--- config.mk ---
export PLATFORM = sky130hd
export DESIGN_NAME = fsab_req_fifo
export DESIGN_NICKNAME = d
export VERILOG_FILES = /design/src/hdl/fsab_pkg.sv /design/src/hdl/fsab_req_fifo.sv /design/src/hdl/fsab_ring_fifo.sv
export VERILOG_INCLUDE_DIRS = /design/src /design/src/hdl
export SDC_FILE = /design/constraint.sdc
export NUM_CORES = 1
export LEC_CHECK = 0
export BUFFER_PORTS_ARGS = -buffer_cell sky130_fd_sc_hd__buf_4
export CAP_MARGIN = 40
export CORE_MARGIN = 2
export CORE_UTILIZATION = 30
export CTS_CLUSTER_SIZE = 25
export DETAILED_ROUTE_END_ITERATION = 7
export GPL_TIMING_DRIVEN = 0
export HOLD_SLACK_MARGIN = 0.03
export SLEW_MARGIN = 20
export SYNTH_ARGS = -nofsm -noshare
export SYNTH_HDL_FRONTEND = slang
export SYNTH_SLANG_ARGS = --single-unit
--- constraint.sdc ---
create_clock -name clk -period 9.2 [get_ports clk]
set_clock_uncertainty 0.1 [all_clocks]
set_input_delay 1.84 -clock clk [delete_from_list [all_inputs] [get_ports clk]]
set_output_delay 1.84 -clock clk [all_outputs]
set_load 0.1 [all_outputs]
--- src/hdl/fsab_defines.svh ---
`ifndef FSAB_DEFINES_SVH
`define FSAB_DEFINES_SVH

// Field widths of the shared memory bus.
// The address counts 64-bit words, so 30 bits cover an 8 GiB space.
`define FSAB_ADDR_W 30
`define FSAB_DATA_W 64

// One mask bit per data byte.
`define FSAB_MASK_W 8

// Length in beats; it must be able to hold FSAB_LEN_MAX itself.
`define FSAB_LEN_W 3

// Device and sub-device identifiers travel with every request.
`define FSAB_DID_W 4

// Credits handed to each master at reset.
// The header FIFO holds exactly this many packets, so a master can never overrun it.
`define FSAB_CREDITS 4

// Longest write burst, in beats.
// Together with the credit count it sizes the data FIFO.
`define FSAB_LEN_MAX 4

// Number of masters that share the bus.
`define FSAB_PORTS 2

`endif
--- src/hdl/fsab_pkg.sv ---
`include "fsab_defines.svh"

// Types that describe a request as it appears on the shared memory bus.
package fsab_pkg;

	// Request kind.
	// A read carries one beat whose data is ignored, and a write carries len beats.
	typedef enum logic {
		FSAB_READ  = 1'b0,
		FSAB_WRITE = 1'b1
	} mode_t;

	// Everything a request says about itself, captured once on its first beat.
	// The header FIFO stores one of these per packet.
	typedef struct packed {
		mode_t                   mode;
		logic [`FSAB_DID_W-1:0]  did;
		logic [`FSAB_DID_W-1:0]  subdid;
		logic [`FSAB_ADDR_W-1:0] addr;
		logic [`FSAB_LEN_W-1:0]  len;
	} hdr_t;

	// One data beat with its byte enables.
	// The data FIFO stores one of these for every inbound valid cycle.
	typedef struct packed {
		logic [`FSAB_DATA_W-1:0] data;
		logic [`FSAB_MASK_W-1:0] mask;
	} beat_t;

endpackage

--- src/hdl/fsab_req_fifo.sv ---
`timescale 1ns/1ps
`include "fsab_defines.svh"

// Credit-managed request buffer for one bus master.
// Inbound packets are split into a header FIFO and a data FIFO.
// A start_trans strobe replays the oldest packet on the out_* fields.
// A credit goes back to the master once the packet has fully left.
module fsab_req_fifo (
	input  logic                    clk,
	input  logic                    Nrst,

	input  logic                    inp_valid,
	input  fsab_pkg::mode_t         inp_mode,
	input  logic [`FSAB_DID_W-1:0]  inp_did,
	input  logic [`FSAB_DID_W-1:0]  inp_subdid,
	input  logic [`FSAB_ADDR_W-1:0] inp_addr,
	input  logic [`FSAB_LEN_W-1:0]  inp_len,
	input  logic [`FSAB_DATA_W-1:0] inp_data,
	input  logic [`FSAB_MASK_W-1:0] inp_mask,
	output logic                    inp_credit,

	input  logic                    start_trans,
	output logic                    empty_b,
	output logic                    active,

	output logic                    out_valid,
	output fsab_pkg::mode_t         out_mode,
	output logic [`FSAB_DID_W-1:0]  out_did,
	output logic [`FSAB_DID_W-1:0]  out_subdid,
	output logic [`FSAB_ADDR_W-1:0] out_addr,
	output logic [`FSAB_LEN_W-1:0]  out_len,
	output logic [`FSAB_DATA_W-1:0] out_data,
	output logic [`FSAB_MASK_W-1:0] out_mask
);

	fsab_pkg::hdr_t         hdr_wdata;
	fsab_pkg::hdr_t         hdr_rdata;
	fsab_pkg::beat_t        dat_wdata;
	fsab_pkg::beat_t        dat_rdata;
	logic                   hdr_wr;
	logic                   hdr_rd;
	logic                   hdr_empty;
	logic                   dat_rd;
	logic [`FSAB_LEN_W-1:0] in_rem;
	logic                   in_done;
	logic                   hdr_rd_q;
	logic                   dat_rd_q;
	logic                   cur_active;
	logic                   cur_active_q;
	logic [`FSAB_LEN_W-1:0] cur_rem;

	// Beats still owed by the inbound write that is in progress.
	// A value of one means the previous beat was the last one, so this beat opens a packet.
	assign in_done = (in_rem == '0) || (in_rem == `FSAB_LEN_W'(1));

	// Only the opening beat of a packet carries a header.
	assign hdr_wr = inp_valid && in_done;
	assign hdr_wdata = '{
		mode:   inp_mode,
		did:    inp_did,
		subdid: inp_subdid,
		addr:   inp_addr,
		len:    inp_len
	};

	// Every valid beat lands in the data FIFO, reads included.
	// That keeps the two FIFOs in step, because a replay always pops one of each.
	assign dat_wdata = '{data: inp_data, mask: inp_mask};

	always_ff @(posedge clk or negedge Nrst) begin
		if (!Nrst) begin
			in_rem <= '0;
		end else if (inp_valid && in_done && (inp_mode == fsab_pkg::FSAB_WRITE)) begin
			in_rem <= inp_len;
		end else if (inp_valid && (in_rem != '0)) begin
			in_rem <= in_rem - 1'b1;
		end
	end

	fsab_ring_fifo #(
		.payload_t (fsab_pkg::hdr_t),
		.DEPTH     (`FSAB_CREDITS)
	) hdr_fifo (
		.clk   (clk),
		.Nrst  (Nrst),
		.wr    (hdr_wr),
		.wdata (hdr_wdata),
		.rd    (hdr_rd),
		.rdata (hdr_rdata),
		.empty (hdr_empty),
		.full  ()
	);

	fsab_ring_fifo #(
		.payload_t (fsab_pkg::beat_t),
		.DEPTH     (`FSAB_CREDITS * `FSAB_LEN_MAX)
	) dat_fifo (
		.clk   (clk),
		.Nrst  (Nrst),
		.wr    (inp_valid),
		.wdata (dat_wdata),
		.rd    (dat_rd),
		.rdata (dat_rdata),
		.empty (),
		.full  ()
	);

	// A stored header is enough to ask for the bus.
	// The rest of a write may still be arriving, which the one idle beat in the replay absorbs.
	assign empty_b = !hdr_empty;

	// The header is popped on the start_trans cycle.
	// The data FIFO is popped on the same cycle, so its first beat pairs with the header.
	assign hdr_rd = start_trans && !hdr_empty && !cur_active && !hdr_rd_q;

	// Once the header length is loaded, a write keeps pulling beats until one remains.
	// That last count stands for the beat that went out with the header.
	assign dat_rd = hdr_rd ||
		(cur_active && (hdr_rdata.mode == fsab_pkg::FSAB_WRITE) &&
		 (cur_rem != `FSAB_LEN_W'(1)) && (cur_rem != '0));

	always_ff @(posedge clk or negedge Nrst) begin
		if (!Nrst) begin
			hdr_rd_q     <= 1'b0;
			dat_rd_q     <= 1'b0;
			cur_active   <= 1'b0;
			cur_active_q <= 1'b0;
			cur_rem      <= '0;
		end else begin
			hdr_rd_q     <= hdr_rd;
			dat_rd_q     <= dat_rd;
			cur_active_q <= cur_active;
			// The header is visible one cycle after its read.
			// Only writes need a drain phase.
			if (hdr_rd_q && (hdr_rdata.mode == fsab_pkg::FSAB_WRITE)) begin
				cur_active <= 1'b1;
				cur_rem    <= hdr_rdata.len;
			end else if (cur_active && dat_rd) begin
				cur_rem <= cur_rem - 1'b1;
			end else if (cur_active) begin
				cur_active <= 1'b0;
			end
		end
	end

	// The buffer stays busy from the header pop until the drain has settled.
	assign active = hdr_rd_q || cur_active || cur_active_q;

	// A write hands back its credit when the drain phase ends.
	// A read has nothing to drain and returns it as soon as its header is seen.
	assign inp_credit = (cur_active_q && !cur_active) ||
		(hdr_rd_q && (hdr_rdata.mode == fsab_pkg::FSAB_READ));

	// Each popped data beat shows up on the outbound fields one cycle later.
	assign out_valid  = dat_rd_q;
	assign out_mode   = hdr_rdata.mode;
	assign out_did    = hdr_rdata.did;
	assign out_subdid = hdr_rdata.subdid;
	assign out_addr   = hdr_rdata.addr;
	assign out_len    = hdr_rdata.len;
	assign out_data   = dat_rdata.data;
	assign out_mask   = dat_rdata.mask;

	// The arbiter may only start a replay on an idle buffer.
	a_start_when_idle: assert property (@(posedge clk) disable iff (!Nrst)
		start_trans |-> !active)
		else $error("fsab_req_fifo: start_trans while active");

endmodule

--- src/hdl/fsab_ring_fifo.sv ---
`timescale 1ns/1ps

// Ring buffer over a power-of-two array.
// Each pointer carries one extra wrap bit so that full and empty can be told apart.
module fsab_ring_fifo #(
	parameter type payload_t = logic [7:0],
	parameter int  DEPTH     = 4
) (
	input  logic     clk,
	input  logic     Nrst,
	input  logic     wr,
	input  payload_t wdata,
	input  logic     rd,
	output payload_t rdata,
	output logic     empty,
	output logic     full
);

	localparam int AW = $clog2(DEPTH);

	payload_t    mem [DEPTH];
	logic [AW:0] wptr;
	logic [AW:0] rptr;

	// The FIFO is empty when both pointers match, wrap bit included.
	assign empty = (wptr == rptr);

	// It is full when the index bits match but the writer has wrapped once more.
	assign full = (wptr[AW] != rptr[AW]) && (wptr[AW-1:0] == rptr[AW-1:0]);

	always_ff @(posedge clk or negedge Nrst) begin
		if (!Nrst) begin
			wptr <= '0;
			rptr <= '0;
		end else begin
			if (wr)
				wptr <= wptr + 1'b1;
			if (rd)
				rptr <= rptr + 1'b1;
		end
	end

	// The storage array and the read register.
	// A read strobe in one cycle makes the entry visible on rdata in the next.
	// rdata holds its value between reads, which the replay logic relies on.
	always_ff @(posedge clk) begin
		if (wr)
			mem[wptr[AW-1:0]] <= wdata;
		if (rd)
			rdata <= mem[rptr[AW-1:0]];
	end

	// The credit scheme upstream must keep the writer from overrunning the ring.
	a_no_write_when_full: assert property (@(posedge clk) disable iff (!Nrst)
		!(wr && full && !rd))
		else $error("fsab_ring_fifo: write while full");

	// The replay control must never run ahead of the data that has arrived.
	a_no_read_when_empty: assert property (@(posedge clk) disable iff (!Nrst)
		!(rd && empty))
		else $error("fsab_ring_fifo: read while empty");

endmodule

-- Word level (Yosys, flattened, before mapping)
Memories as Yosys holds them, arrays and structs flattened. A register that Yosys moved wholly into a read port is not among the register bits.
Cells that the tools add are included.
- bits in registers: 26
- memory bits (writable): 1320
- word-level logic and storage cells: 59
- memories kept: 2
- memories (name ; depth ; width ; read ports ; clocked after Yosys merged registers in ; wr ports ; line ; source):
    dat_fifo.mem ; 16 ; 72 ; 1 ; 1 ; 1 ; fsab_ring_fifo.sv:21 ; payload_t mem [DEPTH];
    hdr_fifo.mem ; 4 ; 42 ; 1 ; 1 ; 1 ; fsab_ring_fifo.sv:21 ;
- add/subtract/negate cells: 6
- equal/unequal tests: 4
- multiplexer cells: 10
- bitwise gates (word level): 1
- reductions and logical operators: 26
- operator list (kind ; number):
    logical AND 1 bit ; 13
    two-way mux 3 bit ; 4
    adder 5 x 1 -> 5 bit, second input constant ; 2
    adder 3 x 1 -> 3 bit, second input constant ; 2
    two-way mux 1 bit ; 6
    nonzero test 3 bit ; 2
    subtractor 3 x 1 -> 3 bit, second input constant ; 2
    logical OR 1 bit ; 5
    nonzero test 2 bit ; 2
    == test 3 x 1 -> 1 bit, second input constant ; 1
    == test 3 bit ; 1
    logical NOT 1 bit ; 3
    logical NOT 3 bit ; 1
    inequality test 3 x 1 -> 1 bit, second input constant ; 1
    inequality test 2 bit, second input constant ; 1
    inverter 1 bit ; 1

-- Longest topological paths before layout
Gate-level depths: netlist of run 1.
- depth in word-level cells: 9
- mapped depth: 7
- depth with buffers taken out: 6

-- Cells and area by module
From an unflattened synthesis of run 1, not the netlist that was laid out.
- cells, all modules: 2418
- area total of the unflattened synthesis: 55225.5 µm²
- by module, submodules not included (module ; times used ; cells an instance ; area each (µm²) ; seq. area each (µm²)):
    fsab_ring_fifo (dat_fifo) ; 1 ; 2058 ; 46858.7 ; 37005.5
    fsab_ring_fifo (hdr_fifo) ; 1 ; 292 ; 7726.2 ; 6456.2
    fsab_req_fifo ; 1 ; 68 ; 640.6 ; 250.2

-- Worst setup path after synthesis of run 1
No wires, ideal clock.
- path kind: input to register
- from: in inp_valid
- to: mem dat_fifo.mem[2][0] (netlist name) (enable)
- library setup time: 590 ps
- arrival time: 7159 ps
- required time: 8510 ps
- path slack: 1351 ps
- stages: 3
- path buffers: 1
- cells stage by stage: buf_1 nand2_1 nor3_1
- longest elaborated chain between the ends: 2
- RTL lines (what ; line ; source):
    start, declared ; fsab_req_fifo.sv:12 ; input logic inp_valid,
    two-way mux 1 bit ; fsab_ring_fifo.sv:47 ; if (wr)
    two-way mux 1 bit (not written as such) ; fsab_ring_fifo.sv:48 ; mem[wptr[AW-1:0]] <= wdata;
    end, declared ; fsab_ring_fifo.sv:21 ;
Every way passes these cells.

-- Worst setup path in the final report of run 1
- from: in inp_valid
- to: mem dat_fifo.mem[2][28] (netlist name) (enable)
The elaborated chain is that of the path after synthesis.

==> impl_metrics.toml, run 1 <==
[outcome]
status = "complete, no violations"

[placement]
gp_congestion = 0.714
place_ws_ps = 3890
hpwl_mm = 91.6
io_buffers = 235

[sta]
worst_pin_slew_ps = 885
fin_crit_ps = 4360
rsz0062_at_grt = "no"
fmax_mhz = 229
finalSetupViolCount = 0
fin_crit_sh_pct = 47.4
tns_ps = 0
maxSlewViolCount = 0
finalWorstSetupSlack_ps = 4840
relSlewSlack_pct = 41.0
hold_viol_final = 0

[cells_and_area]
syn2layout_area_growth_pct = 21.5
num-fill-cells = 16400
seq_area_mm2 = 0.0437
nets = 3184
multi_input_area_mm2 = 0.0104
drive_gt1_share_pct = 26.1
fin_util_pct = 36.7

[logic_synthesis]
synth_cell_types = 38
ys_ff_latch = 1458
synth-edff-count = 1434
synth_top_area_share_pct = 78.8
ys.flop_type = "edfxtp_1"
syn_area_mm2 = 0.0546
synth_most_common_cell = "edfxtp_1"
avgSynthCellArea_um2 = 21.5
ys_top_cells_by_count = "1434 x edfxtp_1, 290 x mux2i_1, 186 x mux4_2, 144 x a221oi_1, 84 x nand2_1"
syn-num-nets = 2677
synthCells = 2543
async_reset_ff_share_pct = 1.65
yosysTopAreaCell = "edfxtp_1"
synth-warning-count = 0
ys_seq_area_share_pct = 79.9
synthTopCellsByArea = "edfxtp_1 79%, mux4_2 7.7%, mux2i_1 5.3%"

[grt]
grt_usage_pct = 14.6
top_usage_layer = "met2"
antenna_found_initial = 17
use_met2_pct = 24.1
grt-ovfl-total = 0
grtUsageMet3_pct = 3.57
grt_pass1_wl_mm = 197
grt_max_degree = 44
use_met1_pct = 18.6
grt_pass1_vias = 28000

[clocking]
clkSinkCount = 1458
insertion_delay_ps = 800
cts.clk_slew.worst_paths_ps = 60
htree_levels = 4
cts-root-buf = "clkbuf_16"
cts_setup_buffers = 0
numCtsBuffers = 157
cts_tree = "done"
clock_path_buffers = 3
post_cts_resize_count = 0
holdBufCountCts = 0

[power_and_ir_drop]
power_density_mw_per_mm2 = 344
ir_drop_uv = 234
p_leak_uw = 0.0220
power_uw = 22800

[worst_setup_path]
cpMaxStageDelayCell = "nor3_2"
critical_path_class = "in2reg"
path_cells = "buf_4 -> buf_1 -> nand2_1 -> nor3_2 -> buf_4 -> buf_6 -> buf_4 -> buf_4 -> buf_4 -> buf_4"
max_stage_delay_ps = 640
crit_top_cell = "buf_4"
arrival_ps = 4730
cp_max_fo = 10
worst_ep_required_time_ps = 9570
crit_path_start_kind = "input port"
critPathCaptureType = "flip-flop"

[drt]
drtIter0Drc = 2394
antenna_left = 0
wl_per_cell_um = 24.5
vias_per_cell = 4.85
via_count = 26900
firstDrtPassIters = 7
drc = 0
routed_wl_mm = 136

[floorplanning]
die_w_um = 431
start_util_pct = 30.2
pin_count = 236
dieArea_mm2 = 0.186
dieHeight_um = 431
coreArea_mm2 = 0.181
rows = 156

[job]
drv_cap = 0

[min_path]
hp-class = "reg2reg"
[sequential cells by signal (all words and copies together) (netlist names)]
register / count
hdr_rd_q: 1
hdr_fifo.rptr: 3
cur_active: 1
hdr_fifo.mem: 168
hdr_fifo.rdata: 42
in_rem: 3
cur_rem: 3
hdr_fifo.wptr: 3
dat_fifo.mem: 1152
dat_fifo.rptr: 4
dat_fifo.rdata: 72
dat_fifo.wptr: 4
cur_active_q: 1
out_valid: 1
[through the flow]
stage	cell area (µm²)	std cells	hold WS [ps]
after floorplan	54600	2543	341
after global placement	59400	5148	374
after detailed placement	61500	5258	381
after CTS	66300	5537	401
after global routing	66400	5546	416
final	66400	5547	402
[kinds of logic after synthesis]
kind of cell	count (synthesis)	synth area share (%)
AOI/OAI and AO/OA	304	4.16
xor gates and xnor gates	16	0.256
adders and majority gates	16	0.366
buffers and inverters	145	1.28
DFF	1458	79.9
muxes	480	13.1
and+or+nand+nor	124	0.950
[cell usage in the layout, fill, tap and decap left out, types with 43 or more instances in the layout]
| master | n |
|---|---|
| mux4_2 | 186 |
| clkinv_1 | 43 |
| clkbuf_1 | 101 |
| a22oi_1 | 72 |
| a221oi_1 | 144 |
| mux2i_1 | 290 |
| clkbuf_16 | 158 |
| nand2_1 | 84 |
| o21ai_0 | 77 |
| buf_4 | 287 |
| edfxtp_1 | 1434 |
[critical path: cells and delay by family]
kind	cells	cell delay (ps)
AND/OR/NAND/NOR	2	990
buffers and inverters	8	1870
[metal layers]
layer / vias to the layer above / part of all wire (%)
met5: - / 0.025
met4: 6 / 2.8
met3: 207 / 6.9
met2: 929 / 50
met1: 14100 / 41
li1: 11700 / -
[final cells by class]
| class | count | share of cell area [%] |
|---|---|---|
| flip-flops and latches | 1458 | 65.8 |
| repair buffers | 348 | 5.69 |
| clock buffers | 190 | 6.15 |
| clock inverters | 89 | 1.15 |
| multi-input cells | 940 | 15.7 |
| inverters | 13 | 0.0811 |
| well taps | 2370 | 4.47 |
| plain buffers | 132 | 0.984 |
| diodes | 7 | 0.0264 |
[report_power, final]
group	leakage, µW	internal, µW	total, µW	switching (µW)
combinational	0.00642	2540	8210	5660
clock	0.00233	3330	5940	2610
sequential	0.0133	8410	8670	257
total	0.0220	14300	22800	8530
[worst paths after layout]
kind                                  start                   to  slack [ps]  depth (start not counted)
max                               inp_valid  dat_fifo.mem[2][28]        4840                         10
min                        hdr_fifo.wptr[2]     hdr_fifo.wptr[2]         400                          1
max reg2reg                dat_fifo.wptr[0]  dat_fifo.mem[2][28]        5950                         10
min reg2reg                hdr_fifo.wptr[2]     hdr_fifo.wptr[2]         400                          1
max in group asynchronous              Nrst     dat_fifo.rptr[3]        7800                          1
min in group asynchronous              Nrst             hdr_rd_q         890                          1
(Power assumes the default switching activity.)
==> inputs of run 2 (changes only) <==
==> constraint.sdc (replaced) <==
create_clock -name clk -period 4.2 [get_ports clk]
set_clock_uncertainty 0.1 [all_clocks]
set_input_delay 0.84 -clock clk [delete_from_list [all_inputs] [get_ports clk]]
set_output_delay 0.84 -clock clk [all_outputs]
set_load 0.1 [all_outputs]
==> run 2 against run 1 <==
  * Routed wire length shrank 0.49%
  * Global-route usage is 0.16 points lower
  * Combinational power is 120% higher
  * Non-clock buffer count fell by 17
  * Hold slack lost 250 ps
  * Utilization rose by 0.11 points
  * Clock-buffer cell count grew 1
==> impl_metrics.toml, run 2 (synthesis gave the netlist of run 1 again) <==
[power_and_ir_drop]
p_leak_uw = 0.0221
netSwitchingFraction_pct = 37.1
comb_power_share_pct = 35.4
power_density_mw_per_mm2 = 761
internal_power_uw = 31800
ir_drop_uv = 517
p_sw_uw = 18800
seqPwrFrac_pct = 37.5
clockPowerShare_pct = 27.1

[sta]
fin_crit_ps = 3100
fmax_mhz = 323
tns_ps = 0
fin_crit_sh_pct = 73.8
finalSetupViolCount = 0
relSlewSlack_pct = 41.3
worst_pin_slew_ps = 881
rsz0062_at_grt = "no"
maxSlewViolCount = 0
hold_viol_final = 0

[worst_setup_path]
crit_family = "buffers and inverters"
r2r_cells = 7
r2r-end = "dat_fifo.rdata[59]"
critical_path_class = "reg2out"
arrival_ps = 2160
cpMaxStageDelayCell = "dfrtp_1"
critPathCaptureType = "output port"
path_cells = "buf_2 -> xnor2_1 -> nand3_1 -> buf_4"
crit_path_start_kind = "flip-flop"
max_stage_delay_ps = 370
worst_ep_required_time_ps = 3260
cp_max_fo = 8
crit_buf_inv = 2
worstReg2RegStart = "dat_fifo.rptr[1]"
rrSetupSlack_ps = 1120

[grt]
top_usage_layer = "met2"
grtUsageMet3_pct = 3.26
grt_pass1_wl_mm = 194
use_met1_pct = 18.1
grt_pass1_vias = 27400
use_met2_pct = 24.7
grt_max_degree = 43
antenna_found_initial = 20
grt-ovfl-total = 0
grt_usage_pct = 14.4

[floorplanning]
dieArea_mm2 = 0.186
pin_count = 236
coreArea_mm2 = 0.181
rows = 156
start_util_pct = 30.2
dieHeight_um = 431
die_w_um = 431

[cells_and_area]
layout.cells.most_common = "edfxtp_1"
nets = 3164
drive_gt1_share_pct = 25.9
num-fill-cells = 16400
multi_input_area_mm2 = 0.0104
syn2layout_area_growth_pct = 21.8
layout_common_cells = "1434 x edfxtp_1, 290 x mux2i_1, 265 x buf_4, 186 x mux4_2, 155 x clkbuf_16"
largest_reg_flops = 1152
seq_area_mm2 = 0.0437
post-route-cell-area_mm2 = 0.0666

[min_path]
hold_depth = 1
min_to = "hdr_fifo.mem[1][36]"
hp-start = "inp_subdid[3]"
hp-class = "in2reg"

[drt]
drc = 0
routed_wl_mm = 135
drtIter0Drc = 2617
vias_per_cell = 4.86
antenna_left = 0
firstDrtPassIters = 5
via_count = 26900
wl_per_cell_um = 24.5

[clocking]
htree_levels = 4
cts.clk_slew.worst_paths_ps = 60
cts-root-buf = "clkbuf_16"
cts_tree = "done"
clkSinkCount = 1458
insertion_delay_ps = 810
clock_path_buffers = 3
numCtsBuffers = 154
post_cts_resize_count = 0
cts_setup_buffers = 0

[placement]
io_buffers = 235
gp_congestion = 0.721
hpwl_mm = 89.8
placedInstanceArea_mm2 = 0.0613

[job]
drv_cap = 0

[outcome]
status = "complete, no violations"
run 2: worst max path at each step:
stage	startpoint	end	cells past startpoint
2_1_floorplan	inp_valid	dat_fifo.mem[14][0]	3
3_3_place_gp	inp_valid	dat_fifo.mem[10][28]	4
3_5_place_dp	inp_valid	dat_fifo.mem[0][28]	8
4_1_cts	hdr_fifo.rptr[0]	empty_b	4
5_1_grt	hdr_fifo.rptr[0]	empty_b	4
6_report	hdr_fifo.rptr[1]	empty_b	4
run 2: worst reg2reg max path, cell delays in order (launching register included):
cell,delay (ps)
dfrtp_1,390
and2_1,140
buf_2,350
buf_2,450
clkbuf_1,670
a221oi_1,210
o21ai_0,200
nand2_1,230
run 2: power groups by stage:
stage	clock (µW)	combinational (µW)	sequential [µW]
4_1_cts	14000	18200	19000
5_1_grt	14500	19000	19100
6_report	13700	17900	19000
2_1_floorplan	0	7790	23400
3_3_place_gp	0	17300	19600
3_5_place_dp	0	18200	19300
run 2: final cells by class:
type	count	share of cell area, %
Multi-Input combinational cell	940	15.6
Timing Repair Buffer	331	5.48
Inverter	13	0.0808
Clock inverter	93	1.70
Clock buffer	191	6.03
Sequential cell	1458	65.6
Tap cell	2370	4.46
Antenna cell	8	0.0301
Buffer	132	0.983
run 2: per-stage QoR:
stage / util [%] / power [µW] / cells / setup slack [ps] / hold WS [ps]
after floorplan: - / 31100 / 2543 / -719 / 341
after global placement: 32.8 / 36900 / 5148 / -5280 / 377
after detailed placement: 33.9 / 37500 / 5239 / 459 / 376
after CTS: 36.8 / 51200 / 5524 / 984 / 84.0
after global routing: 36.8 / 52600 / 5531 / 939 / 94.3
final: 36.8 / 50600 / 5536 / 1100 / 147
run 2: timing repair:
item                       in CTS  in global routing
hold endpoints to repair       24                  0
hold buffers                    1                  0
setup endpoints to repair       0                  0
run 2: per-layer routing:
| metal | routed length (µm) | share of wire (%) |
|---|---|---|
| met4 | 3410 | 2.5 |
| met2 | 68600 | 51 |
| met1 | 54900 | 41 |
| met3 | 8430 | 6.2 |
| met5 | 37 | 0.027 |
